<file path="src/hw/mathCore_cfg.svh">
`ifndef MATHCORE_CFG_SVH
`define MATHCORE_CFG_SVH

//////////////////////////////////////////////////////////////////////
// Datapath sizing
//////////////////////////////////////////////////////////////////////

// Data word width
`define MATH_XLEN 32

// Register file depth, register numbers are log2 of this
`define MATH_REGS 16

//////////////////////////////////////////////////////////////////////
// Multiply/divide latencies, as countdown load values
//////////////////////////////////////////////////////////////////////

`define MULT_CYCLES 5
`define DIV_CYCLES 10

`endif

</file>
<file path="src/hw/regFile.sv">
`include "mathCore_cfg.svh"

module regFile (
    input  logic                          clk,
    input  logic                          reset,
    input  logic [$clog2(`MATH_REGS)-1:0] rdAddrA,
    input  logic [$clog2(`MATH_REGS)-1:0] rdAddrB,
    input  logic                          wrEn,
    input  logic [$clog2(`MATH_REGS)-1:0] wrAddr,
    input  logic [`MATH_XLEN-1:0]         wrData,
    output logic [`MATH_XLEN-1:0]         rdDataA,
    output logic [`MATH_XLEN-1:0]         rdDataB
);

    localparam int addrW = $clog2(`MATH_REGS);

    logic [`MATH_XLEN-1:0] regs [`MATH_REGS];
    logic                  wrLive;

    // Writes to register 0 are dropped
    assign wrLive = wrEn && (wrAddr != '0);

    always_ff @(posedge clk) begin
        if (reset) begin
            for (int i = 0; i < `MATH_REGS; i++) begin
                regs[i] <= '0;
            end
        end else if (wrLive) begin
            regs[wrAddr] <= wrData;
        end
    end

    // Asynchronous read with same-cycle write forwarding
    function automatic logic [`MATH_XLEN-1:0] readPort(input logic [addrW-1:0] addr);
        logic [`MATH_XLEN-1:0] value;
        if (addr == '0) begin
            value = '0;
        end else if (wrLive && (wrAddr == addr)) begin
            value = wrData;
        end else begin
            value = regs[addr];
        end
        return value;
    endfunction

    assign rdDataA = readPort(rdAddrA);
    assign rdDataB = readPort(rdAddrB);

endmodule

</file>
<file path="config.mk">
export PLATFORM = sky130hd
export DESIGN_NAME = regFile
export DESIGN_NICKNAME = d
export VERILOG_FILES = /design/src/hw/regFile.sv
export VERILOG_INCLUDE_DIRS = /design/src /design/src/hw
export SDC_FILE = /design/constraint.sdc
export NUM_CORES = 1
export LEC_CHECK = 0
export BUFFER_PORTS_ARGS = -buffer_cell sky130_fd_sc_hd__clkbuf_2
export CORE_MARGIN = 5
export CORE_UTILIZATION = 45
export CTS_CLUSTER_DIAMETER = 60
export CTS_CLUSTER_SIZE = 30
export DETAILED_ROUTE_END_ITERATION = 12
export PLACE_DENSITY_LB_ADDON = 0.3
export SKIP_CTS_REPAIR_TIMING = 1
export SYNTH_ARGS = -nofsm -noshare
export SYNTH_HDL_FRONTEND = slang
export SYNTH_SLANG_ARGS = --single-unit
</file>
<file path="constraint.sdc">
create_clock -name clk -period 3.2 [get_ports clk]
set_input_delay 0.32 -clock clk [delete_from_list [all_inputs] [get_ports clk]]
set_output_delay 0.32 -clock clk [all_outputs]
set_load 0.1 [all_outputs]
</file>
==> summary.txt <==
Final layout
  – Area of the multi-input gates: ~0.012 mm^2
  – Fill cells: 4989
  – Nets: roughly 1900
  – FF/Latch Area: 0.0154 mm^2
  – Number of antenna diodes: 0
  – Most frequent cells in the layout: edfxtp_1 (512), and2_1 (480), mux4_2 (256)
  – Layout cell share with drive strength beyond 1: 0.294
  – Largest register FFs: 512
  – Biggest regs: regs: 512 flops
  – Commonest non-fill, non-tap cell in the layout: edfxtp_1
  – Area Growth Syn to Fin: 14.3%
  – Top reg by flops: regs

Clock tree
  – Clk sinks: between 500 and 600
  – CTS tree: built
  – Max clock buf depth: 3
  – Clock slew at reported path FFs: 0.08 ns
  – H-tree levels: 2
  – Clock root cell: clkbuf_16
  – Inserted Clock Buffers: 36

Setup path
  – Nature of the critical path startpoint: input pin
  – Slowest stage cell, crit path: and2_2
  – Cells along the critical path: clkbuf_2, xor2_1, nor4_2, and2_2, a22o_1, buf_12
  – Max Fanout on Critical Path: 32
  – Worst path required time: roughly 2.9 ns
  – Crit-path max cell delay: about 0.92 ns
  – CP endpoint kind: output pin
  – WS Path Type: in2out
  – Worst EP arrival: about 2.5 ns
  – Cell family with most CP delay: simple AND/OR/NAND/NOR gates
  – Crit path buffers/inverters: 2

Floorplanning
  – Starting Density: 0.454
  – Die area: about 0.067 mm^2
  – Core Box Area: 0.0616 mm^2
  – I/O Pins: about 110
  – Die Width: about 260 um
  – Row cnt: 91
  – Die Y: roughly 260 um

Routing
  – DR WL/cell: 30.4 um
  – Detail-routed via count per cell: 6.11
  – TritonRoute pass-1 iters: 6
  – Post-route DRC: 0
  – Vias: ~16000
  – Final ANT Viol Nets: 0
  – Routed WL: 81600 um
  – DRT iter0 DRCs: around 1800

Global route
  – Grt ovf: 0
  – First-pass GRT wire length: 118000 um
  – Number of global-route vias before repair: between 15000 and 20000
  – GR Util All Layers: 0.240
  – Initial antenna violation count: 5
  – Largest net degree at the start of global routing: 74

Placement
  – Routability cong.: a little over 0.8
  – DP HPWL: 48000 um
  – Port bufs: 110

Synthesis
  – Yosys warnings: 0
  – Post-Syn Area per Cell: between 15 and 20 um^2
  – Synth Area in Simple Gates: 0.117
  – Mapped Cells: roughly 1700
  – Synthesized flop and latch total: ~510
  – Largest cells by area after synthesis: edfxtp_1 (55%), mux4_2 (21%), and2_1 (11%)
  – Post-synthesis xor/xnor area fraction: 0.00251
  – Compound-Gate Fraction of Synth Area: 0.0211
  – Top-area cell type share of the netlist area: 0.550
  – Multiplexer area fraction after synthesis: 0.275
  – Largest family of logic cells by synthesized area: multiplexers
  – Mapped Area: around 0.028 mm^2
  – Synth cell types: 24
  – Sequential share of the synthesized area: 0.550
  – Area leader, netlist: edfxtp_1
  – Post-synthesis adder-cell area fraction: 0

STA
  – RSZ-0062 raised after global routing: no
  – Final hold violation count: 0
  – Min Hold Slack: between 0.2 and 0.25 ns
  – Setup violators final: 0
  – Final period utilization: 0.885
  – F_max: 0.353 GHz
  – Relative slew slack: 0.273
  – Slew Limit Fails: 0
  – Worst-Margin Slew: between 1 and 1.5 ns
  – Setup TNS: 0 ns
  – Post-route minimum period: roughly 2.8 ns

Power and ir drop
  – P_leak: 11.6 nW
  – VDD IR-drop max: between 0.3 and 0.4 mV
  – Pwr per Cell Area: about 530 mW/mm^2

Run
  – Max Cap Viol: 0

Outcome
  – Outcome: completed

Min path
  – Tightest Hold Check Type: in2reg
[Yosys cell counts, drive strengths merged]
cell type  instances
nand2              2
nor2b              1
nand3              1
or2               15
a22o              64
and2             482
o41a               1
clkbuf            91
a21oi              2
nor2              13
mux4             256
nand3b             2
nor3               3
buf               86
mux2i            192
conb               1
nand2b             2
xor2               8
edfxtp           512
nor4               4
[layer usage]
metal,GRT usage,vias to the layer above,routed length [um]
met5,0,-,13
met4,0.0697,2,2460
met3,0.0431,136,6770
met2,0.418,760,41700
met1,0.311,8623,30600
li1,-,6861,-
[layout make-up]
type | instances | share of cell area
well taps | 837 | 0.0328
repair buffers | 189 | 0.0764
multi-input cells | 1080 | 0.371
clock inverters | 25 | 0.00986
clock buffers | 40 | 0.0293
flip-flops and latches | 512 | 0.481
[power by group]
group	total, mW	switching (mW)	internal, mW
combinational	3.85	2.33	1.52
sequential	7.95	0.183	7.77
clock	5.03	2.55	2.48
[final timing paths]
check,start,to,depth (start not counted)
worst max-delay path,wrAddr[3],rdDataB[11],6
worst min-delay path,wrData[0],regs[7][0],2
[per-stage QoR]
stage | instance area [um^2] | total power, mW | util | setup WS, ns | instances
2_1_floorplan | 28100 | 10.5 | - | 0.753 | 1769
5_1_grt | 32000 | 17.3 | 0.519 | 0.250 | 2683
6_report | 32000 | 16.8 | 0.519 | 0.368 | 2683
3_3_place_gp | 30700 | 11.9 | 0.499 | 0.380 | 2618
3_5_place_dp | 30700 | 12.0 | 0.499 | 0.361 | 2618
4_1_cts | 32000 | 16.9 | 0.519 | 0.359 | 2683
[cells by family after synthesis]
group,count (synthesis)
compound gates,67
xor+xnor,8
buf+inv,177
flops,512
mux,448
other cells,1
simple gates,525
No activity file was read; power rests on OpenSTA's default activity.
