--- src/hw/mathCore_cfg.svh ---
`ifndef MATHCORE_CFG_SVH
`define MATHCORE_CFG_SVH

//////////////////////////////////////////////////////////////////////
// Datapath sizing
//////////////////////////////////////////////////////////////////////

// Data word width
`define MATH_XLEN 32

// Register file depth, register numbers are log2 of this
`define MATH_REGS 16

//////////////////////////////////////////////////////////////////////
// Multiply/divide latencies, as countdown load values
//////////////////////////////////////////////////////////////////////

`define MULT_CYCLES 5
`define DIV_CYCLES 10

`endif

--- src/hw/mathPkg.sv ---
`include "mathCore_cfg.svh"

package mathPkg;

    // Commands offered on the issue port
    typedef enum logic [4:0] {
        cmdNop,
        cmdLdi,
        cmdAdd,
        cmdSub,
        cmdAnd,
        cmdOr,
        cmdSlt,
        cmdMult,
        cmdMultu,
        cmdDiv,
        cmdDivu,
        cmdMfhi,
        cmdMflo,
        cmdMthi,
        cmdMtlo
    } cmdOp;

    // MDU control, encoding kept from the original multiply/divide block
    typedef enum logic [3:0] {
        mduIdle  = 4'd0,
        mduMult  = 4'd1,
        mduMultu = 4'd2,
        mduDiv   = 4'd3,
        mduDivu  = 4'd4,
        mduMfhi  = 4'd5,
        mduMflo  = 4'd6,
        mduMthi  = 4'd7,
        mduMtlo  = 4'd8
    } mduCtrl;

    // Single-cycle ALU functions
    typedef enum logic [2:0] {
        aluAdd,
        aluSub,
        aluAnd,
        aluOr,
        aluSlt,
        aluPass
    } aluOp;

endpackage

--- src/hw/aluUnit.sv ---
`include "mathCore_cfg.svh"

module aluUnit (
    input  mathPkg::aluOp         op,
    input  logic [`MATH_XLEN-1:0] a,
    input  logic [`MATH_XLEN-1:0] b,
    input  logic [15:0]           imm,
    output logic [`MATH_XLEN-1:0] result
);
    import mathPkg::*;

    logic [`MATH_XLEN-1:0] immExt;
    logic                  lessThan;

    // Sign-extended immediate for load-immediate
    assign immExt = {{(`MATH_XLEN - 16){imm[15]}}, imm};

    // Signed compare
    assign lessThan = ($signed(a) < $signed(b));

    always_comb begin
        case (op)
            aluAdd: begin
                result = a + b;
            end
            aluSub: begin
                result = a - b;
            end
            aluAnd: begin
                result = a & b;
            end
            aluOr: begin
                result = a | b;
            end
            aluSlt: begin
                result = {{(`MATH_XLEN - 1){1'b0}}, lessThan};
            end
            aluPass: begin
                result = immExt;
            end
            default: begin
                result = '0;
            end
        endcase
    end

endmodule

--- config.mk ---
export PLATFORM = sky130hd
export DESIGN_NAME = aluUnit
export DESIGN_NICKNAME = d
export VERILOG_FILES = /design/src/hw/mathPkg.sv /design/src/hw/aluUnit.sv
export VERILOG_INCLUDE_DIRS = /design/src /design/src/hw
export SDC_FILE = /design/constraint.sdc
export NUM_CORES = 1
export LEC_CHECK = 0
export BUFFER_PORTS_ARGS = -buffer_cell sky130_fd_sc_hd__buf_2
export CORE_MARGIN = 2
export CORE_UTILIZATION = 35
export DETAILED_ROUTE_END_ITERATION = 7
export MAX_ROUTING_LAYER = met4
export PLACE_DENSITY = 0.57
export SLEW_MARGIN = 20
export SYNTH_ARGS = -nofsm -noshare
export SYNTH_HDL_FRONTEND = slang
export SYNTH_SLANG_ARGS = --single-unit
--- constraint.sdc ---
create_clock -name vclk -period 4.3
set_input_delay 0.215 -clock vclk [all_inputs]
set_output_delay 0.215 -clock vclk [all_outputs]
set_load 0.02 [all_outputs]
==> summary.md, run 1 <==
| Metric | Value |
|---|---|
| Die Ht | `125 um` |
| Post-synth cell types | `68` |
| Max VDD drop | `51.8 uV` |
| # fillers | `1581` |
| Syn Area/Cell | `6.58 sq um` |
| Flop pwr share | `0%` |
| GPL Wtd Cong | `0.926` |
| Area of the core | `14400 sq um` |
| Critical Path Fanout Max | `10` |
| Post-CTS setup buffer count | `0` |
| Pleak | `2.84 nW` |
| Vias per std cell | `5.75` |
| Pin count of the biggest net entering global routing | `35` |
| DP Worst Slack | `0.906 ns` |
| Worst Path Required | `4.09 ns` |
| Final ANT Viol Nets | `0` |
| # resized after CTS | `0` |
| Post-synth top area share | `24.7%` |
| Final hold viol count | `0` |
| Seq_cells | `0` |
| Drt pass-1 iters | `5` |
| Share of layout cells above drive strength 1 | `16.7%` |
| Slowest stage cell, crit path | `ha_1` |
| # clk buffers | `0` |
| Antenna violations before repair | `0` |
| Global-route wire length before repair | `27400 um` |
| Fmax | `293 MHz` |
| Ports | `115` |
| Setup tns final | `0 ns` |
| Synth top area cells | `ha_1 25%, inv_1 7.6%, a21oi_1 7.4%, o21ai_0 5.5%, nor2_1 5.2%` |
| Switching power of the nets | `0.000495 W` |
| Slowest stage delay, CP | `0.47 ns` |
| Number of port buffers | `115` |
| Wire length per cell | `16.3 um` |
| Final setup vio count | `0` |
| Mapped Nets | `962` |
| Worst min path class | `primary input to output port` |
| Mapped cell area | `5110 sq um` |
| Max-slew violations | `0` |
| Sw Ratio | `62.6%` |
| Tmin final | `3.41 ns` |
| CP Capture Type | `output port` |
| Die area | `15600 sq um` |
| Dpl cell area | `5790 sq um` |
| Rel. slew slack | `31.8%` |
| Startpoint Class | `primary input` |
| Seq/Total Area, Yosys | `0%` |
| DR DRC count | `0` |
| Ant diodes | `0` |
| Syn Inst Count | `776` |
| Hold path depth | `3` |
| Synthesis-to-layout area growth | `13.3%` |
| Slew @ Worst Pin | `1.02 ns` |
| Worst Slack Setup Final | `0.886 ns` |
| Part of the power in the clock network | `0%` |
| Final Cell Area | `5790 sq um` |
| Total power divided by cell area | `137 nW/um^2` |
| DIE WIDTH | `125 um` |
| Global Route Usage Sum | `21.1%` |
| Vias in the first global route | `5393` |
| Worst Path Arrival | `3.20 ns` |
| Register Area | `0 sq um` |
| Worst-path cell chain | `buf_2 > inv_1 > ha_1 > o211ai_1 > nor3_1 > a21oi_1 > o41ai_2 > a21oi_1 > o31ai_1 > o211a_1 > a21boi_0 > o32ai_1 > buf_2` |
| Critical path class | `primary input to output port` |
| Total Wirelength | `16900 um` |
| Row count | `44` |
| Final #Nets | `1039` |
| Max-cap violations | `0` |
| Routed vias | `5953` |
| Pint | `0.000296 W` |
| Cell taking the most area after synthesis | `ha_1` |
| Initial cell density of the core | `35.5%` |
| DP Wirelength | `13500 um` |
| Outcome | `finished clean` |
| Unrepaired setup endpoints after global routing | `false` |
| Yosys warns | `0` |
| Final period util | `79.4%` |
| Cts hold-fix bufs | `0` |
| Gr ovfl total | `0` |
| Combinational Power Share | `100.0%` |
| 1st-iter DRT viols | `528` |
[power by group through the flow]
| stage | combinational (W) | sequential [W] | clock [W] |
|---|---|---|---|
| after floorplan | 0.000551 | 0 | 0 |
| after global placement | 0.000783 | 0 | 0 |
| after detailed placement | 0.000782 | 0 | 0 |
| after CTS | 0.000786 | 0 | 0 |
| after global routing | 0.000874 | 0 | 0 |
| final | 0.000791 | 0 | 0 |
[path summary, 6_finish.rpt]
check	start	endpoint
max	a[7]	result[26]
min	imm[7]	result[7]
[layout by cell type, fill, tap and decap left out, drive strengths merged, types with 9 or more instances in the layout]
cell	count
o211ai	15
a211oi	25
mux2i	11
buf	122
nand2	47
a221o	22
o21bai	10
nor2	71
o21ai	58
o22ai	10
nand3	9
o221ai	12
nor3	17
a21oi	75
inv	104
nor2b	14
a21o	11
ha	101
[worst max-delay path: cells and delay by family]
| kind | cells | cell delay [ns] |
|---|---|---|
| buffers and inverters | 3 | 0.35 |
| adder cells (fa/ha/maj) | 1 | 0.47 |
| AO/OA/AOI/OAI | 8 | 1.83 |
| AND/OR/NAND/NOR | 1 | 0.30 |
[through the flow]
| step | power (W) | util [%] | instances | hold WS (ns) |
|---|---|---|---|---|
| final | 0.000791 | 40.3 | 1035 | 0.775 |
| after global routing | 0.000874 | 40.3 | 1035 | 0.795 |
| after CTS | 0.000786 | 40.3 | 1035 | 0.778 |
| after detailed placement | 0.000782 | 40.3 | 1035 | 0.774 |
| after global placement | 0.000783 | 40.3 | 1035 | 0.777 |
| after floorplan | 0.000551 | - | 776 | 0.624 |
[routing by layer]
| layer | global-route usage [%] | up-vias | part of all wire [%] |
|---|---|---|---|
| met1 | 30.3 | 2723 | 48 |
| met3 | 1.12 | 19 | 6.1 |
| met5 | - | - | 0 |
| met4 | 3.17 | 0 | 1.6 |
| met2 | 33.4 | 226 | 44 |
| li1 | - | 2985 | - |
[logic make-up after synthesis]
family          share of synthesized area [%]
fa+ha+maj                                25.5
mux                                      2.38
compound gates                           41.3
buf+inv                                  11.3
xor+xnor                                0.343
simple gates                             19.1
[synth_stat cells, types with 12 or more instances]
cell	instances
inv_1	104
ha_1	101
a21oi_1	75
nor2_1	71
o21ai_0	56
nand2_1	47
clkbuf_1	37
a211oi_1	24
a221o_1	22
nor3_1	17
o211ai_1	14
nor2b_1	13
o221ai_1	12
[final cells by class]
type                       instances  area, sq um  share of cell area (%)
inverter                         104          390                    6.75
timing repair buffer             122          628                    10.9
multi-input combinational        625         4540                    78.4
tap                              184          230                    3.98
(Power assumes the default switching activity.)
==> inputs of run 2 (changes only) <==
--- a/config.mk
+++ b/config.mk
@@ -6,6 +6,7 @@
 export SDC_FILE = /design/constraint.sdc
 export NUM_CORES = 1
 export LEC_CHECK = 0
+export ABC_AREA = 1
 export BUFFER_PORTS_ARGS = -buffer_cell sky130_fd_sc_hd__buf_2
 export CORE_MARGIN = 2
 export CORE_UTILIZATION = 35
==> constraint.sdc (replaced) <==
create_clock -name vclk -period 2.8
set_input_delay 0.14 -clock vclk [all_inputs]
set_output_delay 0.14 -clock vclk [all_outputs]
set_load 0.02 [all_outputs]
==> run 2 against run 1 <==
Against the previous run: die area increased by 25%; worst hold slack lost 0.13 ns; combinational power grew 78%; global-route usage is 4.1 points higher; sequential cell count unchanged.
==> summary.md, run 2 <==
| Metric | Value |
|---|---|
| Outcome | `finished clean` |
| Hold Worst Slack | `0.640 ns (-0.134 ns)` |
| Tmin final | `2.48 ns` |
| Cell taking the most area after synthesis | `nand2_1` |
| DP Wirelength | `21000 um (+55%)` |
| Routed vias | `8012 (+35%)` |
| Gr ovfl total | `0 (unchanged)` |
| Post-synth top area share | `24.1% (-0.63 points)` |
| Rel. slew slack | `52.7% (+21 points)` |
| Final hold viol count | `0 (unchanged)` |
| Vias in the first global route | `7412 (+37%)` |
| Vias per std cell | `5.02 (-13%)` |
| Commonest non-fill, non-tap cell in the layout | `nand2_1` |
| Die Ht | `139 um (+12%)` |
| Ant diodes | `0 (unchanged)` |
| Seq_cells | `0 (unchanged)` |
| Final period util | `88.4%` |
| Worst Path Required | `2.66 ns (-1.43 ns)` |
| GPL Wtd Cong | `1.04 (+12%)` |
| Global-route wire length before repair | `38600 um (+41%)` |
| Unrepaired setup endpoints after global routing | `false` |
| Antenna violations before repair | `0 (unchanged)` |
| Total Wirelength | `24600 um (+45%)` |
| Final ANT Viol Nets | `0 (unchanged)` |
| Startpoint Class | `primary input` |
| Syn Area/Cell | `5.02 sq um (-24%)` |
| Critical Path Fanout Max | `5 (-5)` |
| Most frequent cells in the layout | `412 x nand2_1, 267 x inv_1, 118 x nand3_1` |
| Setup tns final | `0 ns (unchanged)` |
| Max-slew violations | `0 (unchanged)` |
| Global Route Usage Sum | `25.2% (+4.1 points)` |
| Most frequent cell after synthesis | `nand2_1` |
| Pin count of the biggest net entering global routing | `27 (-23%)` |
| Slew @ Worst Pin | `0.708 ns (-0.315 ns)` |
| Ports | `115 (unchanged)` |
| CP Capture Type | `output port` |
| Slowest stage cell, crit path | `fa_1` |
| 1st-iter DRT viols | `637 (+21%)` |
| DR DRC count | `0 (unchanged)` |
| Synth top area cells | `nand2_1 24%, ha_1 20%, inv_1 16%, nand3_1 9.2%, nor2_1 6.3%` |
| Synthesis-to-layout area growth | `11.5%` |
| Number of port buffers | `115 (unchanged)` |
| Mapped Nets | `1464 (+52%)` |
| Mapped cell area | `6410 sq um (+26%)` |
| Fmax | `404 MHz` |
| Post-CTS setup buffer count | `0 (unchanged)` |
| Yosys warns | `0 (unchanged)` |
| Final setup vio count | `0 (unchanged)` |
| Worst-path cell chain | `buf_2 > ha_1 > fa_1 > nand3_1 > nand3_1 > nand2_1 > nand2_1 > nand2_1 > nand2_2 > nand2_1 > nand2_1 > nand2_1 > nand3_1 > nand3_1 > buf_2` |
| Cts hold-fix bufs | `0 (unchanged)` |
| Max VDD drop | `88.9 uV (+72%)` |
| Row count | `49 (+11%)` |
| Syn Inst Count | `1278 (+65%)` |
| Worst min path class | `primary input to output port` |
| Final #Nets | `1554 (+50%)` |
| CP dominant cell by count | `nand2_1` |
| # resized after CTS | `0 (unchanged)` |
| Register Area | `0 sq um (unchanged)` |
| Worst Path Arrival | `2.34 ns (-0.86 ns)` |
| Total power divided by cell area | `197 nW/um^2 (+44%)` |
| Die area | `19400 sq um (+25%)` |
| # clk buffers | `0 (unchanged)` |
| Slowest stage delay, CP | `0.42 ns (-0.05 ns)` |
| Seq/Total Area, Yosys | `0% (unchanged)` |
| Drt pass-1 iters | `5 (unchanged)` |
| Commonest cells post-synth | `412 x nand2_1, 267 x inv_1, 118 x nand3_1, 108 x nor2_1, 101 x ha_1` |
| Post-synth cell types | `36 (-47%)` |
| Critical path class | `primary input to output port` |
| Buffers and inverters on the worst path | `2 (-1)` |
| Pleak | `4.53 nW (+60%)` |
| Share of layout cells above drive strength 1 | `13.3% (-3.4 points)` |
| DIE WIDTH | `139 um (+12%)` |
| Post-layout util | `39.8% (-0.48 points)` |
| Kind of cell adding the most delay to the critical path | `simple AND/OR/NAND/NOR gates` |
| Wire length per cell | `15.4 um (-5.8%)` |
| Max-cap violations | `0 (unchanged)` |
| Area of the core | `18000 sq um (+25%)` |
| Initial cell density of the core | `35.7% (+0.15 points)` |
## run 2: cells by family after synthesis
family / synth area share, %
compound gates: 14.0
xor+xnor: 0.137
fa+ha+maj: 20.3
buf+inv: 20.5
simple gates: 45.0
## run 2: per-layer routing
metal  GRT usage (%)  wire length (um)
met4            2.87               319
met1            35.6             11800
met2            40.5             10700
met5               -                 0
met3            2.06              1680
## run 2: path summary, 6_finish.rpt
path    start          to  slack [ns]  depth (start not counted)
max      a[0]  result[30]        0.32                         15
min   imm[10]  result[10]        0.64                          4
## run 2: where the power goes
group | internal [W] | switching, W
clock network | 0 | 0
logic | 0.000436 | 0.000975
registers | 0 | 0
total | 0.000436 | 0.000975
## run 2: layout make-up
class,count,area [sq um]
fill,2114,10800
multi-input combinational,942,5100
inverter,301,1130
timing repair buffer,123,636
tap,229,287
## run 2: metrics by stage
step | power [W] | instances | setup slack (ns) | instance area [sq um]
3_5_place_dp | 0.00139 | 1595 | 0.375 | 7150
6_report | 0.00141 | 1595 | 0.324 | 7150
3_3_place_gp | 0.00139 | 1595 | 0.406 | 7150
2_1_floorplan | 0.000940 | 1278 | 0.950 | 6410
4_1_cts | 0.00139 | 1595 | 0.371 | 7150
5_1_grt | 0.00158 | 1595 | 0.152 | 7150
