File: config.mk
export PLATFORM = sky130hd
export DESIGN_NAME = issueDecoder
export DESIGN_NICKNAME = d
export VERILOG_FILES = /design/src/hw/mathPkg.sv /design/src/hw/issueDecoder.sv
export VERILOG_INCLUDE_DIRS = /design/src /design/src/hw
export SDC_FILE = /design/constraint.sdc
export NUM_CORES = 1
export LEC_CHECK = 0
export BUFFER_PORTS_ARGS = -buffer_cell sky130_fd_sc_hd__buf_4
export CAP_MARGIN = 5
export CORE_MARGIN = 2
export CORE_UTILIZATION = 40
export CTS_CLUSTER_DIAMETER = 100
export DETAILED_ROUTE_END_ITERATION = 16
export GPL_ROUTABILITY_DRIVEN = 0
export MAX_ROUTING_LAYER = met4
export PLACE_DENSITY = 0.82
export SYNTH_ARGS = -nofsm -noshare
export SYNTH_HDL_FRONTEND = slang
export SYNTH_SLANG_ARGS = --single-unit
File: constraint.sdc
create_clock -name clk -period 7 [get_ports clk]
set_input_delay 0 -clock clk [delete_from_list [all_inputs] [get_ports clk]]
set_output_delay 0 -clock clk [all_outputs]
set_load 0.02 [all_outputs]
File: src/hw/mathCore_cfg.svh
`ifndef MATHCORE_CFG_SVH
`define MATHCORE_CFG_SVH

//////////////////////////////////////////////////////////////////////
// Datapath sizing
//////////////////////////////////////////////////////////////////////

// Data word width
`define MATH_XLEN 32

// Register file depth, register numbers are log2 of this
`define MATH_REGS 16

//////////////////////////////////////////////////////////////////////
// Multiply/divide latencies, as countdown load values
//////////////////////////////////////////////////////////////////////

`define MULT_CYCLES 5
`define DIV_CYCLES 10

`endif

File: src/hw/mathPkg.sv
`include "mathCore_cfg.svh"

package mathPkg;

    // Commands offered on the issue port
    typedef enum logic [4:0] {
        cmdNop,
        cmdLdi,
        cmdAdd,
        cmdSub,
        cmdAnd,
        cmdOr,
        cmdSlt,
        cmdMult,
        cmdMultu,
        cmdDiv,
        cmdDivu,
        cmdMfhi,
        cmdMflo,
        cmdMthi,
        cmdMtlo
    } cmdOp;

    // MDU control, encoding kept from the original multiply/divide block
    typedef enum logic [3:0] {
        mduIdle  = 4'd0,
        mduMult  = 4'd1,
        mduMultu = 4'd2,
        mduDiv   = 4'd3,
        mduDivu  = 4'd4,
        mduMfhi  = 4'd5,
        mduMflo  = 4'd6,
        mduMthi  = 4'd7,
        mduMtlo  = 4'd8
    } mduCtrl;

    // Single-cycle ALU functions
    typedef enum logic [2:0] {
        aluAdd,
        aluSub,
        aluAnd,
        aluOr,
        aluSlt,
        aluPass
    } aluOp;

endpackage

File: src/hw/issueDecoder.sv
`include "mathCore_cfg.svh"

module issueDecoder (
    input  logic                          clk,
    input  logic                          reset,
    input  logic                          cmdValid,
    input  mathPkg::cmdOp                 cmdOp,
    input  logic [$clog2(`MATH_REGS)-1:0] cmdRd,
    input  logic [`MATH_XLEN-1:0]         aluResult,
    input  logic [`MATH_XLEN-1:0]         hi,
    input  logic [`MATH_XLEN-1:0]         lo,
    input  logic                          mduBusy,
    output logic                          stall,
    output mathPkg::aluOp                 aluSel,
    output mathPkg::mduCtrl               mduControl,
    output logic                          wbValid,
    output logic [$clog2(`MATH_REGS)-1:0] wbAddr,
    output logic [`MATH_XLEN-1:0]         wbData
);
    import mathPkg::*;

    mduCtrl                mduMapped;
    logic                  mduClass;
    logic                  writesReg;
    logic                  accept;
    logic [`MATH_XLEN-1:0] wbNext;

    //////////////////////////////////////////////////////////////////////
    // Opcode decode
    //////////////////////////////////////////////////////////////////////

    always_comb begin
        aluSel    = aluAdd;
        mduMapped = mduIdle;
        mduClass  = 1'b0;
        writesReg = 1'b0;
        wbNext    = aluResult;
        case (cmdOp)
            cmdLdi: begin
                aluSel    = aluPass;
                writesReg = 1'b1;
            end
            cmdAdd: begin
                aluSel    = aluAdd;
                writesReg = 1'b1;
            end
            cmdSub: begin
                aluSel    = aluSub;
                writesReg = 1'b1;
            end
            cmdAnd: begin
                aluSel    = aluAnd;
                writesReg = 1'b1;
            end
            cmdOr: begin
                aluSel    = aluOr;
                writesReg = 1'b1;
            end
            cmdSlt: begin
                aluSel    = aluSlt;
                writesReg = 1'b1;
            end
            cmdMult: begin
                mduMapped = mduMult;
                mduClass  = 1'b1;
            end
            cmdMultu: begin
                mduMapped = mduMultu;
                mduClass  = 1'b1;
            end
            cmdDiv: begin
                mduMapped = mduDiv;
                mduClass  = 1'b1;
            end
            cmdDivu: begin
                mduMapped = mduDivu;
                mduClass  = 1'b1;
            end
            cmdMfhi: begin
                mduMapped = mduMfhi;
                mduClass  = 1'b1;
                writesReg = 1'b1;
                wbNext    = hi;
            end
            cmdMflo: begin
                mduMapped = mduMflo;
                mduClass  = 1'b1;
                writesReg = 1'b1;
                wbNext    = lo;
            end
            cmdMthi: begin
                mduMapped = mduMthi;
                mduClass  = 1'b1;
            end
            cmdMtlo: begin
                mduMapped = mduMtlo;
                mduClass  = 1'b1;
            end
            default: begin
                mduMapped = mduIdle;
            end
        endcase
    end

    //////////////////////////////////////////////////////////////////////
    // Issue and writeback
    //////////////////////////////////////////////////////////////////////

    // Only MDU-class commands wait on the multiply/divide unit
    assign stall  = cmdValid && mduClass && mduBusy;
    assign accept = cmdValid && !stall;

    // Held commands must not restart the MDU
    assign mduControl = accept ? mduMapped : mduIdle;

    always_ff @(posedge clk) begin
        if (reset) begin
            wbValid <= 1'b0;
        end else begin
            wbValid <= accept && writesReg;
        end
    end

    always_ff @(posedge clk) begin
        if (accept && writesReg) begin
            wbAddr <= cmdRd;
            wbData <= wbNext;
        end
    end

endmodule

==> results of run 1 <==
cell usage in the layout, fill, tap and decap left out, types with 2 or more instances in the layout:
master	netlist	final
sky130_fd_sc_hd__and2_4	2	2
sky130_fd_sc_hd__and3_1	2	2
sky130_fd_sc_hd__and4bb_1	2	2
sky130_fd_sc_hd__buf_4	1	156
sky130_fd_sc_hd__bufinv_16	0	2
sky130_fd_sc_hd__clkbuf_8	0	5
sky130_fd_sc_hd__dlygate4sd3_1	0	5
sky130_fd_sc_hd__edfxtp_1	36	36
sky130_fd_sc_hd__inv_1	33	33
sky130_fd_sc_hd__nand2_1	3	3
sky130_fd_sc_hd__nand2b_1	5	5
sky130_fd_sc_hd__nand3_1	65	65
sky130_fd_sc_hd__nor3_1	4	3
sky130_fd_sc_hd__o311ai_1	2	2
sky130_fd_sc_hd__o311ai_2	30	30
state kept, by name, summed over array words and instances (netlist names):
name	cells
wbAddr	4
wbData	32
wbValid	1
worst max-delay path, stage by stage:
cell and delay [ns]:
sky130_fd_sc_hd__buf_4 0.35, sky130_fd_sc_hd__and4bb_1 1.05, sky130_fd_sc_hd__and2_4 0.64, sky130_fd_sc_hd__o311ai_2 0.16
power groups by stage:
stage               combinational [W]  clock [W]  sequential [W]
floorplan                   0.0000465          0        0.000281
global placement             0.000132          0        0.000265
detailed placement           0.000135          0        0.000266
CTS                          0.000137   0.000220        0.000261
global route                 0.000147   0.000228        0.000262
finish                       0.000137   0.000216        0.000261
layer usage:
layer	GRT usage	vias up
li1	-	1109
met2	0.369	117
met1	0.238	1118
met5	-	-
met3	0.0522	10
met4	0.0576	0
final cells by class:
type / instances / area (µm²) / area share
Sequential cell: 37 / 1100 / 0.297
Timing Repair Buffer: 161 / 1220 / 0.329
Inverter: 33 / 124 / 0.0334
Multi-Input combinational cell: 126 / 1030 / 0.279
Tap cell: 75 / 93.8 / 0.0253
Clock buffer: 5 / 68.8 / 0.0186
Clock inverter: 3 / 65.1 / 0.0175
worst min path at each step:
stage / slack [ns] / startpoint / to / depth (start not counted)
floorplan: 0.08 / reset / wbValid / 1
global placement: 0.17 / reset / wbValid / 2
detailed placement: 0.18 / reset / wbValid / 2
CTS: 0.03 / hi[19] / wbData[19] / 3
global route: 0.05 / hi[12] / wbData[12] / 3
finish: 0.04 / hi[19] / wbData[19] / 3
per-stage QoR:
step           setup WS (ns)  cell area, µm²  total power (W)  instances
3_5_place_dp            4.42            3520         0.000400        427
2_1_floorplan           3.54            2390         0.000327        219
6_report                4.73            3710         0.000613        440
4_1_cts                 4.72            3710         0.000618        440
5_1_grt                 4.57            3710         0.000636        440
3_3_place_gp            4.47            3520         0.000397        427
cell families (layout without fill, tap and decap cells):
| group | after synthesis | in the layout | share of synthesized area |
|---|---|---|---|
| AOI/OAI and AO/OA | 35 | 35 | 0.222 |
| buffers and inverters | 56 | 202 | 0.107 |
| xor gates and xnor gates | 2 | 2 | 0.00734 |
| and+or+nand+nor | 89 | 89 | 0.202 |
| DFF | 37 | 37 | 0.461 |
==> impl_summary.md, run 1 <==
Outcome
The run finished with clean final reports.

Finish
0 antenna diodes ended up in the layout. For this run, the post-layout net count is 473. In the final layout, the share of cells above drive strength 1 is 0.540. After filler insertion, the fill cell instance count of the layout stands at 497. The area growth from synthesis to layout is 55.3%. The final core area utilization is 0.634.

Clock network
No sink is reached through more buffers than the 2 on the longest clock path. TritonCTS built the clock tree. The clock-pin slew on the worst setup and hold paths is 0.08 ns. The maximum level of the CTS H-tree is 2. The post-CTS setup-driven buffer insertion count is 0.

In this run, CTS created clock tree buffers numbering 5. CTS placed an instance of sky130_fd_sc_hd__clkbuf_8 at the clock tree root. The TritonCTS sink count is 37.

The number of instances resized during post-cts repair is 0. The hold buffer count at cts is 5.

Timing
The final max-slew violation count is 0. The part of the cycle the worst path needs is 0.324. The worst-case headroom to the max-slew limit is 0.220. The count of final setup violators is 0. The number of failing hold endpoints at the final stage is 0. Static timing analysis puts the maximum clock frequency at 0.441 GHz. The final total negative setup slack is 0 ns. At the pin with the least slew margin, the transition time is 1.17 ns. Setup repair after global routing left no endpoint under its margin.

The time the worst path needs with I/O delays and setup is 2.27 ns. Hold is met by 0.0416 ns.

Logic synthesis
By area the synthesized netlist is led by sky130_fd_sc_hd__edfxtp_1, sky130_fd_sc_hd__o311ai_2, sky130_fd_sc_hd__nand3_1. The register bit count reported by yosys is 37. After synthesis, the most frequently instantiated cells are sky130_fd_sc_hd__nand3_1, sky130_fd_sc_hd__edfxtp_1, sky130_fd_sc_hd__inv_1, sky130_fd_sc_hd__o311ai_2, sky130_fd_sc_hd__clkbuf_1.

The synthesized area per cell is 10.9 µm². The number of instances in the synthesized netlist is 219. The fraction of post-synthesis cell area in the top cell type by area is 0.453. The prevailing post-synth register cell is sky130_fd_sc_hd__edfxtp_1. The share of the Yosys chip area taken by registers is 0.461.

Counting flops with a built-in enable in the synthesized netlist gives 36. The async set-or-reset flop fraction in the synthesized netlist is 0. Synthesis instantiated 27 different standard cells from the library. The synthesized design spends more area on one cell type than any other, namely sky130_fd_sc_hd__edfxtp_1. The synthesis warning total is 0. The most common cell in the netlist is sky130_fd_sc_hd__nand3_1. The number of nets in the synthesized netlist is 328. The cell area after synthesis is 0.00239 mm².

Drt
The routed design uses 3620 µm of met2 wire. Once detail routing completed, the nets flagged for antenna violations numbered 0. For this run, design rule violations remaining after detail routing come to 0. In the detailed route, the total length drawn on met3 is 625 µm. In this run, the number of DRC markers left after iteration 0 of detailed routing was 88. The ratio of routed vias to standard cells is 5.35. The wire length reported by the detailed router is 6850 µm. The top layer reached by signal wires is met4.

The total via count in the routed design is 2354. Before antenna repair, the detailed router went through 4 iterations. The average wire per standard cell is 15.6 µm. In the final routing, the length of wire on met1 measures 2530 µm.

Global route
For this run, the total global-route usage over all layers was measured as 0.210. The number of antenna violations at the first check in global routing is 0. The via count of the first global-routing pass was 2241.

For this run the aggregate overflow at the end of global routing stands at 0. The pin count of the biggest net entering global routing is 44. The wire length of the first global-routing pass is 10300 µm.

Worst setup path
The most critical setup path has its endpoint at wbData[17]. The endpoint arrival time on the critical path is 2.28 ns. The setup path with the least slack is of type in2reg. STA classifies the critical path startpoint as an input port. At the worst endpoint, the required time is 7.01 ns. The element type at the critical path end is a register. In this run the worst path has a maximum fanout of 43.

The worst setup path startpoint is cmdOp[3].

Floorplanning
For this design the top-level I/O count stands at 154. Row generation in the floorplan step produced 28 rows. The area of the die is 0.00660 mm².

The initial utilization of the core area, before any placement, comes to 0.408. The y dimension of the die is 81.3 µm. The total area inside the core boundary comes to 0.00585 mm². The die is 81.3 µm wide.

Pwr
The power share of the combinational group is 0.223. Of the total power, registers draw 0.425. The power density normalized to cell area is 165 mW/mm². IR analysis of the VDD net gives a maximum drop of 0.111 mV. The switching part of the total is 0.226. Summed over all nets, the switching power comes to 0.000138 W. The static leakage power is 1.59 nW. The internal portion of the total power is 0.000475 W.

Of the total power, the clock network draws 0.352.

Hold path
The worst hold path class is in2reg.

Place
The count of buffers inserted at the top-level ports is 153. The estimated wirelength of the detail-placed design is 5030 µm.

Job
Across the run, the number of max-cap violations was 0.
Note: power is estimated with default switching activity, not from simulation.
==> run 2, diff against run 1 <==
ABC_AREA = 1   (was not set)
PLACE_DENSITY = 0.87   (was 0.82)
clock period = 2.3 ns   (was 7 ns; I/O delays follow)
==> run 2 against run 1 <==
Sequential power increased to 3.1 times the previous value. First-iteration DRC count up 24%. Clock power increased by 89%. Largest cell class unchanged. Largest power group unchanged.
==> impl_summary.md, run 2 <==
Outcome
The flow ran to the end, and the final reports show no timing, DRC or antenna violations.

Finish
The sequential cell area in the final layout is 0.00110 mm² (unchanged). The count of antenna diodes in the layout is 0 (unchanged). The largest registers in the layout are wbData: 32 flops, wbAddr: 4 flops, wbValid: 1 flops.

The fraction of layout instances using a drive strength above 1 is 0.461 (-0.0790). Relative to the synthesized area, the layout overhead comes to 70.2%. The leading cell type in the layout, fill and taps excluded is sky130_fd_sc_hd__buf_4.

The flip-flop count of the largest register after layout is 32 (unchanged). The multi-input combinational cell area is 790 µm² (-24%). The register ranked first by flip-flop count is wbData. Leaving out fill and tap cells, the most frequent cells in the layout are sky130_fd_sc_hd__buf_4, sky130_fd_sc_hd__nand2_1, sky130_fd_sc_hd__nand3_1, sky130_fd_sc_hd__edfxtp_1, sky130_fd_sc_hd__dlygate4sd3_1. The area of all placed cells without fillers is 0.00340 mm² (-8.4%). The number of nets in the layout came to 503 (+6.3%). The total of fill cells in the finished design came to 380 (-24%).

Global route
The number of antenna violations at the first check in global routing came to 0 (unchanged). The wire length of the first global-routing pass is 8830 µm (-14%). The global route total overflow came to 0 (unchanged). The overall fraction of global-route tracks in use is 0.213 (+0.00281).

The via count of the first global-routing pass is 2053 (-8.4%). The pin count of the biggest net entering global routing was 33 (-25%).

Timing
The measured slew at the worst slew-check pin came to 0.341 ns (-0.829 ns). Subtracting the final worst setup slack from the clock period gives 1.28 ns. In the finished design, the share of the clock period the worst path needs comes to 0.556. The final max-slew violation count came to 0 (unchanged). The maximum clock rate is 0.781 GHz.

The tightest hold margin is 0.00815 ns (-0.0334 ns). The count of final setup violators is 0 (unchanged). The final total negative setup slack is 0 ns (unchanged).

The number of failing hold endpoints at the final stage was 0 (unchanged). Setup repair after global routing left no endpoint under its margin. The worst-case headroom to the max-slew limit is 0.772 (+0.553).

Clock network
The TritonCTS sink count came to 37 (unchanged). The number of buffers on the longest clock path came to 2 (unchanged). The tree is rooted in a sky130_fd_sc_hd__clkbuf_8.

The clock-pin slew on the worst setup and hold paths is 0.07 ns (about the same). The number of buffers created by CTS came to 5 (unchanged). The maximum level of the CTS H-tree is 2 (unchanged).

The CTS tree is yes.

Drt
The ratio of routed vias to standard cells was 4.65 (-13%). The number of routed nets with antenna violations is 0 (unchanged). The iteration-0 DRC count of the detailed router is 109 (+24%). The average wire per standard cell was 12.8 µm (-18%). The final routed DRC violation total is 0 (unchanged). The length of the first detailed-routing pass in iterations is 4 (unchanged). The wire length reported by the detailed router is 5930 µm (-13%). The total via count in the routed design is 2148 (-8.8%).

Floorplanning
The total number of placement rows came to 25 (-11%). The y dimension of the die is 74.6 µm (-8.1%). The placeable core region is 0.00475 mm² (-19%).

The initial core utilization is 0.420 (+0.0117). The number of ports placed on the die boundary is 154 (unchanged). The area of the die was 0.00557 mm² (-16%).

The width of the die is 74.6 µm (-8.1%).

Pwr
The static leakage power is 1.64 nW (+2.9%). The power density normalized to cell area came to 477 mW/mm² (+190%). The maximum resistive drop on vdd is 0.382 mV (+240%).

Hold path
In this run the worst hold path is classified as in2reg.

Worst setup path
The worst setup path is captured at a register. The nature of the critical path startpoint is an input port. The maximum fanout count along the critical path is 5 (-88%). The required time reported for the critical path endpoint is 2.46 ns (-4.55 ns). By startpoint and endpoint, the worst setup path is classified as in2reg. The endpoint arrival time on the critical path is 1.44 ns (-0.84 ns).

Logic synthesis
The async set-or-reset flop fraction in the synthesized netlist was 0 (unchanged). Ranked by total cell area, the synthesized netlist is headed by sky130_fd_sc_hd__edfxtp_1, sky130_fd_sc_hd__nand2_1, sky130_fd_sc_hd__nand3_1. The share of synthesized area occupied by flip-flops and latches is 0.552 (+0.0905).

The register bit count reported by yosys is 37 (unchanged). The synthesized area per cell came to 8.83 µm² (-19%). The fraction of post-synthesis cell area in the top cell type by area came to 0.542 (+0.0889). The most common cell in the synthesized netlist is sky130_fd_sc_hd__nand2_1. The number of nets in the synthesized netlist came to 335 (+2.1%). The number of distinct library cells after synthesis is 20 (-26%).

The library cell occupying the most area in the post-synthesis netlist is sky130_fd_sc_hd__edfxtp_1. The cell area after synthesis was 0.00200 mm² (-16%). The synthesis warning total was 0 (unchanged).

By count the netlist is led by sky130_fd_sc_hd__nand2_1, sky130_fd_sc_hd__nand3_1, sky130_fd_sc_hd__edfxtp_1, sky130_fd_sc_hd__nor2_1. The number of enable flip-flop cells after synthesis came to 36 (unchanged). The prevailing post-synth register cell is sky130_fd_sc_hd__edfxtp_1. The number of instances in the synthesized netlist came to 226 (+3.2%).

Place
The count of buffers inserted at the top-level ports is 153 (unchanged). The estimated wirelength of the detail-placed design is 4510 µm (-10%). The instance area after placement is 0.00319 mm² (-9.4%).

Job
The number of maximum-capacitance constraint violations came to 0 (unchanged).
[run 2: changes by cell type after synthesis, sizes merged, moves of 4 or more]
cell	change
clkbuf	-13
inv	-24
nand2	+107
nand2b	-5
nand3	-24
nor2	+16
nor3	-4
o311ai	-32
[run 2: path summary, 6_finish.rpt]
check,to,start,cells after the start,slack [ns]
min,wbData[20],aluResult[20],3,0.008
max,wbValid,cmdOp[3],10,1.02
[run 2: routing by layer]
| metal | global-route usage | up-vias | wire length (µm) |
|---|---|---|---|
| met2 | 0.389 | 108 | 3070 |
| met4 | 0.0655 | 0 | 120 |
| met1 | 0.223 | 949 | 2220 |
| met3 | 0.0562 | 12 | 525 |
| li1 | - | 1079 | - |
| met5 | - | - | 0 |
[run 2: critical path, cell delays in order]
cell and delay (ns):
sky130_fd_sc_hd__buf_4 0.12, sky130_fd_sc_hd__nor2_1 0.21, sky130_fd_sc_hd__nand2_1 0.13, sky130_fd_sc_hd__nor2_1 0.11
sky130_fd_sc_hd__nor2_1 0.08, sky130_fd_sc_hd__nand3_4 0.09, sky130_fd_sc_hd__nand2_4 0.06, sky130_fd_sc_hd__nand3_2 0.07
sky130_fd_sc_hd__nor2_2 0.03, sky130_fd_sc_hd__dlygate4sd3_1 0.54
[run 2: area by class of cell]
| type | count | area share |
|---|---|---|
| Clock buffer | 5 | 0.0203 |
| Clock inverter | 3 | 0.00368 |
| Inverter | 9 | 0.00995 |
| Multi-Input combinational cell | 171 | 0.232 |
| Sequential cell | 37 | 0.324 |
| Tap cell | 67 | 0.0247 |
| Timing Repair Buffer | 170 | 0.385 |
[run 2: what timing repair did]
action / CTS / global route
setup buffers: 0 / 0
hold buffers: 12 / 0
resized for setup: 0 / 0
endpoints found under the hold margin: 11 / 0
setup endpoints to repair: 0 / 0
[run 2: cells by family (layout without fill, tap and decap cells)]
| group | count (synthesis) | count (layout) | synth area share |
|---|---|---|---|
| compound gates | 2 | 2 | 0.00627 |
| buf+inv | 18 | 187 | 0.0527 |
| flops | 37 | 37 | 0.552 |
| simple gates | 169 | 169 | 0.389 |
[run 2: stage by stage]
stage	instances	power [W]	setup slack (ns)	util
after floorplan	226	0.000973	0.534	-
after global placement	442	0.00120	0.756	0.672
after detailed placement	442	0.00121	0.720	0.672
after CTS	462	0.00163	1.01	0.714
after global routing	462	0.00170	0.862	0.714
final	462	0.00162	1.02	0.714
[run 2: report_power, final]
group	leakage, nW	switching, W	internal (W)	total (W)
Sequential	0.336	0.0000120	0.000793	0.000805
Combinational	1.26	0.000186	0.000219	0.000405
Clock	0.0430	0.000205	0.000204	0.000409
Total	1.64	0.000403	0.00121	0.00162
==> run 3, diff against run 2 <==
CORE_UTILIZATION = 36   (was 40)
PLACE_DENSITY = 0.83   (was 0.87)
clock period = 1 ns   (was 2.3 ns; I/O delays follow)
==> run 3 against run 2 <==
The flow now finishes with violations (setup timing). Cell count up 4.5%. Wire length up 7.6%. Setup slack worse by 1.1 ns. Critical path type is now in2out.
==> impl_summary.md, run 3 (synthesis gave the netlist of run 2 again) <==
Outcome
The run finished, with violations left. The checks that failed: setup timing.

Floorplanning
The width of the die is 78.5 µm (+5.1%). The y dimension of the die is 78.5 µm (+5.1%). The area of the die was 0.00616 mm² (+10%).

The total number of placement rows is 27 (+8.0%). The number of ports placed on the die boundary is 154 (unchanged). The placeable core region is 0.00544 mm² (+14%). The initial core utilization is 0.367 (-0.0528).

Drt
The average wire per standard cell is 13.2 µm (+2.9%). The length of the first detailed-routing pass in iterations is 4 (unchanged). The wire length reported by the detailed router is 6380 µm (+7.6%). The iteration-0 DRC count of the detailed router is 89 (-18%). The ratio of routed vias to standard cells is 4.70 (+1.0%).

The total via count in the routed design is 2268 (+5.6%). The number of routed nets with antenna violations came to 0 (unchanged). The final routed DRC violation total is 0 (unchanged).

Worst setup path
The endpoint arrival time on the critical path came to 1.03 ns (-0.41 ns). The maximum fanout count along the critical path is 5 (unchanged). The worst setup path is captured at a primary output. The critical path is of the in2out type. The required time reported for the critical path endpoint came to 1.00 ns (-1.46 ns).

The nature of the critical path startpoint is an input port.

Pwr
The power density normalized to cell area is 1020 mW/mm² (+110%). The clock network fraction of total power is 0.240 (-0.013). The static leakage power is 1.77 nW (+8.0%). The fraction of power consumed by sequential logic came to 0.476 (-0.021). The maximum resistive drop on vdd is 0.670 mV (+75%). The switching part of the total is 0.255 (+0.00556). The net switching power of the design is 0.000990 W (+150%). The power share of the combinational group was 0.284 (+0.034). The sum of internal, switching and leakage power is 0.00389 W (+140%). The cell-internal power came to 0.00290 W (+140%).

Timing
The worst-case headroom to the max-slew limit was 0.763 (-0.00961). In the finished design, the share of the clock period the worst path needs comes to 1.03. Setup repair after global routing could not meet its margin everywhere.

The final max-slew violation count is 0 (unchanged). The count of final setup violators is 25 (+25). The final total negative setup slack is -0.241 ns (-0.241 ns). The number of failing hold endpoints at the final stage is 0 (unchanged). The smallest clock period supported by the final layout is computed as 1.03 ns. Static timing analysis puts the maximum clock frequency at 0.969 GHz.

The smallest setup slack after layout is -0.0316 ns (-1.05 ns). The measured slew at the worst slew-check pin was 0.356 ns (+0.0144 ns). The tightest hold margin is 0.00643 ns (-0.00172 ns).

Clock network
The number of buffers on the longest clock path is 2 (unchanged). TritonCTS built the clock tree. The TritonCTS sink count is 37 (unchanged). The cell sitting at the root of the clock tree is a sky130_fd_sc_hd__clkbuf_8. The maximum level of the CTS H-tree was 2 (unchanged). The clock-pin slew on the worst setup and hold paths is 0.07 ns (about the same). The number of buffers created by CTS is 5 (unchanged).

Place
The count of buffers inserted at the top-level ports came to 153 (unchanged). The estimated wirelength of the detail-placed design is 4660 µm (+3.3%). The instance area after placement is 0.00335 mm² (+5.0%).

Finish
The library cell used most frequently in the layout, excluding fill and tap cells, is sky130_fd_sc_hd__buf_4. The count of antenna diodes in the layout is 0 (unchanged). The flip-flop count of the largest register after layout came to 32 (unchanged). The largest registers in the layout are wbData: 32 flops, wbAddr: 4 flops, wbValid: 1 flops. The fraction of layout instances using a drive strength above 1 is 0.521 (+0.0599). Ranked by flip-flop count, first place goes to wbData. The number of nets in the layout is 519 (+3.2%). Relative to the synthesized area, the layout overhead comes to 90.5%. The area of all placed cells without fillers came to 0.00380 mm² (+12%).

In the layout the commonest cells are sky130_fd_sc_hd__buf_4, sky130_fd_sc_hd__nand2_1, sky130_fd_sc_hd__nand3_1, sky130_fd_sc_hd__edfxtp_1, sky130_fd_sc_hd__nor2_4.

Job
The number of maximum-capacitance constraint violations is 0 (unchanged).

Global route
The overall fraction of global-route tracks in use was 0.199 (-0.0138). The via count of the first global-routing pass was 2056 (+0.15%). The wire length of the first global-routing pass is 9370 µm (+6.1%). The pin count of the biggest net entering global routing is 33 (unchanged). The number of antenna violations at the first check in global routing is 0 (unchanged). The global route total overflow is 0 (unchanged).

Hold path
The hold-critical path depth is 3 (unchanged). The worst hold path begins at aluResult[14]. The worst hold path class is in2reg.

The worst hold endpoint is wbData[14].
[run 3: power groups by stage]
| stage | sequential, W | combinational (W) | clock [W] |
|---|---|---|---|
| 2_1_floorplan | 0.00201 | 0.000240 | 0 |
| 3_3_place_gp | 0.00188 | 0.000946 | 0 |
| 3_5_place_dp | 0.00188 | 0.000964 | 0 |
| 4_1_cts | 0.00185 | 0.00106 | 0.000970 |
| 5_1_grt | 0.00186 | 0.00117 | 0.00104 |
| 6_report | 0.00185 | 0.00110 | 0.000934 |
[run 3: per-stage QoR]
| stage | worst slack (ns) | cells | utilization |
|---|---|---|---|
| floorplan | -0.521 | 226 | - |
| global placement | -0.404 | 456 | 0.617 |
| detailed placement | -0.466 | 456 | 0.617 |
| CTS | -0.0361 | 480 | 0.680 |
| global route | -0.0799 | 483 | 0.699 |
| finish | -0.0316 | 483 | 0.699 |
[run 3: worst max-delay path: stages]
cell	delay (ns)
sky130_fd_sc_hd__buf_12	0.11
sky130_fd_sc_hd__nor2_4	0.11
sky130_fd_sc_hd__nand2_2	0.09
sky130_fd_sc_hd__nor2_2	0.15
sky130_fd_sc_hd__nor2_4	0.06
sky130_fd_sc_hd__nand3_4	0.06
sky130_fd_sc_hd__nand2_4	0.06
sky130_fd_sc_hd__buf_6	0.13
sky130_fd_sc_hd__nand2_8	0.09
sky130_fd_sc_hd__nor2_4	0.04
sky130_fd_sc_hd__buf_6	0.12
[run 3: worst max-delay path by stage]
stage | end | slack (ns) | startpoint | cells after the start
2_1_floorplan | wbAddr[0] | -0.52 | cmdOp[4] | 8
3_3_place_gp | wbAddr[2] | -0.40 | cmdOp[4] | 10
3_5_place_dp | wbData[23] | -0.47 | cmdOp[4] | 10
4_1_cts | mduControl[0] | -0.04 | cmdOp[1] | 12
5_1_grt | mduControl[0] | -0.08 | cmdOp[4] | 11
6_report | mduControl[0] | -0.03 | cmdOp[3] | 11
[run 3: layer usage]
metal,wire length (µm),up-vias,global-route usage
met3,425,12,0.0379
met2,3530,104,0.384
met1,2300,1042,0.206
met4,128,0,0.0509
met5,0,-,-
li1,-,1110,-
[run 3: repair_timing]
item | CTS | global route
hold buffers | 10 | 0
hold endpoints to repair | 10 | 0
endpoints found under the setup margin | 41 | 41
gates resized for setup | 31 | 18
buffers inserted | 6 | 3
cloned | 0 | 0
pin swaps | 9 | 13
[run 3: layout make-up]
type | count | area (µm²)
multi-input combinational | 171 | 927
clock inverter | 3 | 12.5
fill | 424 | 1640
sequential | 37 | 1100
timing repair buffer | 186 | 1520
inverter | 9 | 78.8
clock buffer | 5 | 68.8
tap | 72 | 90.1
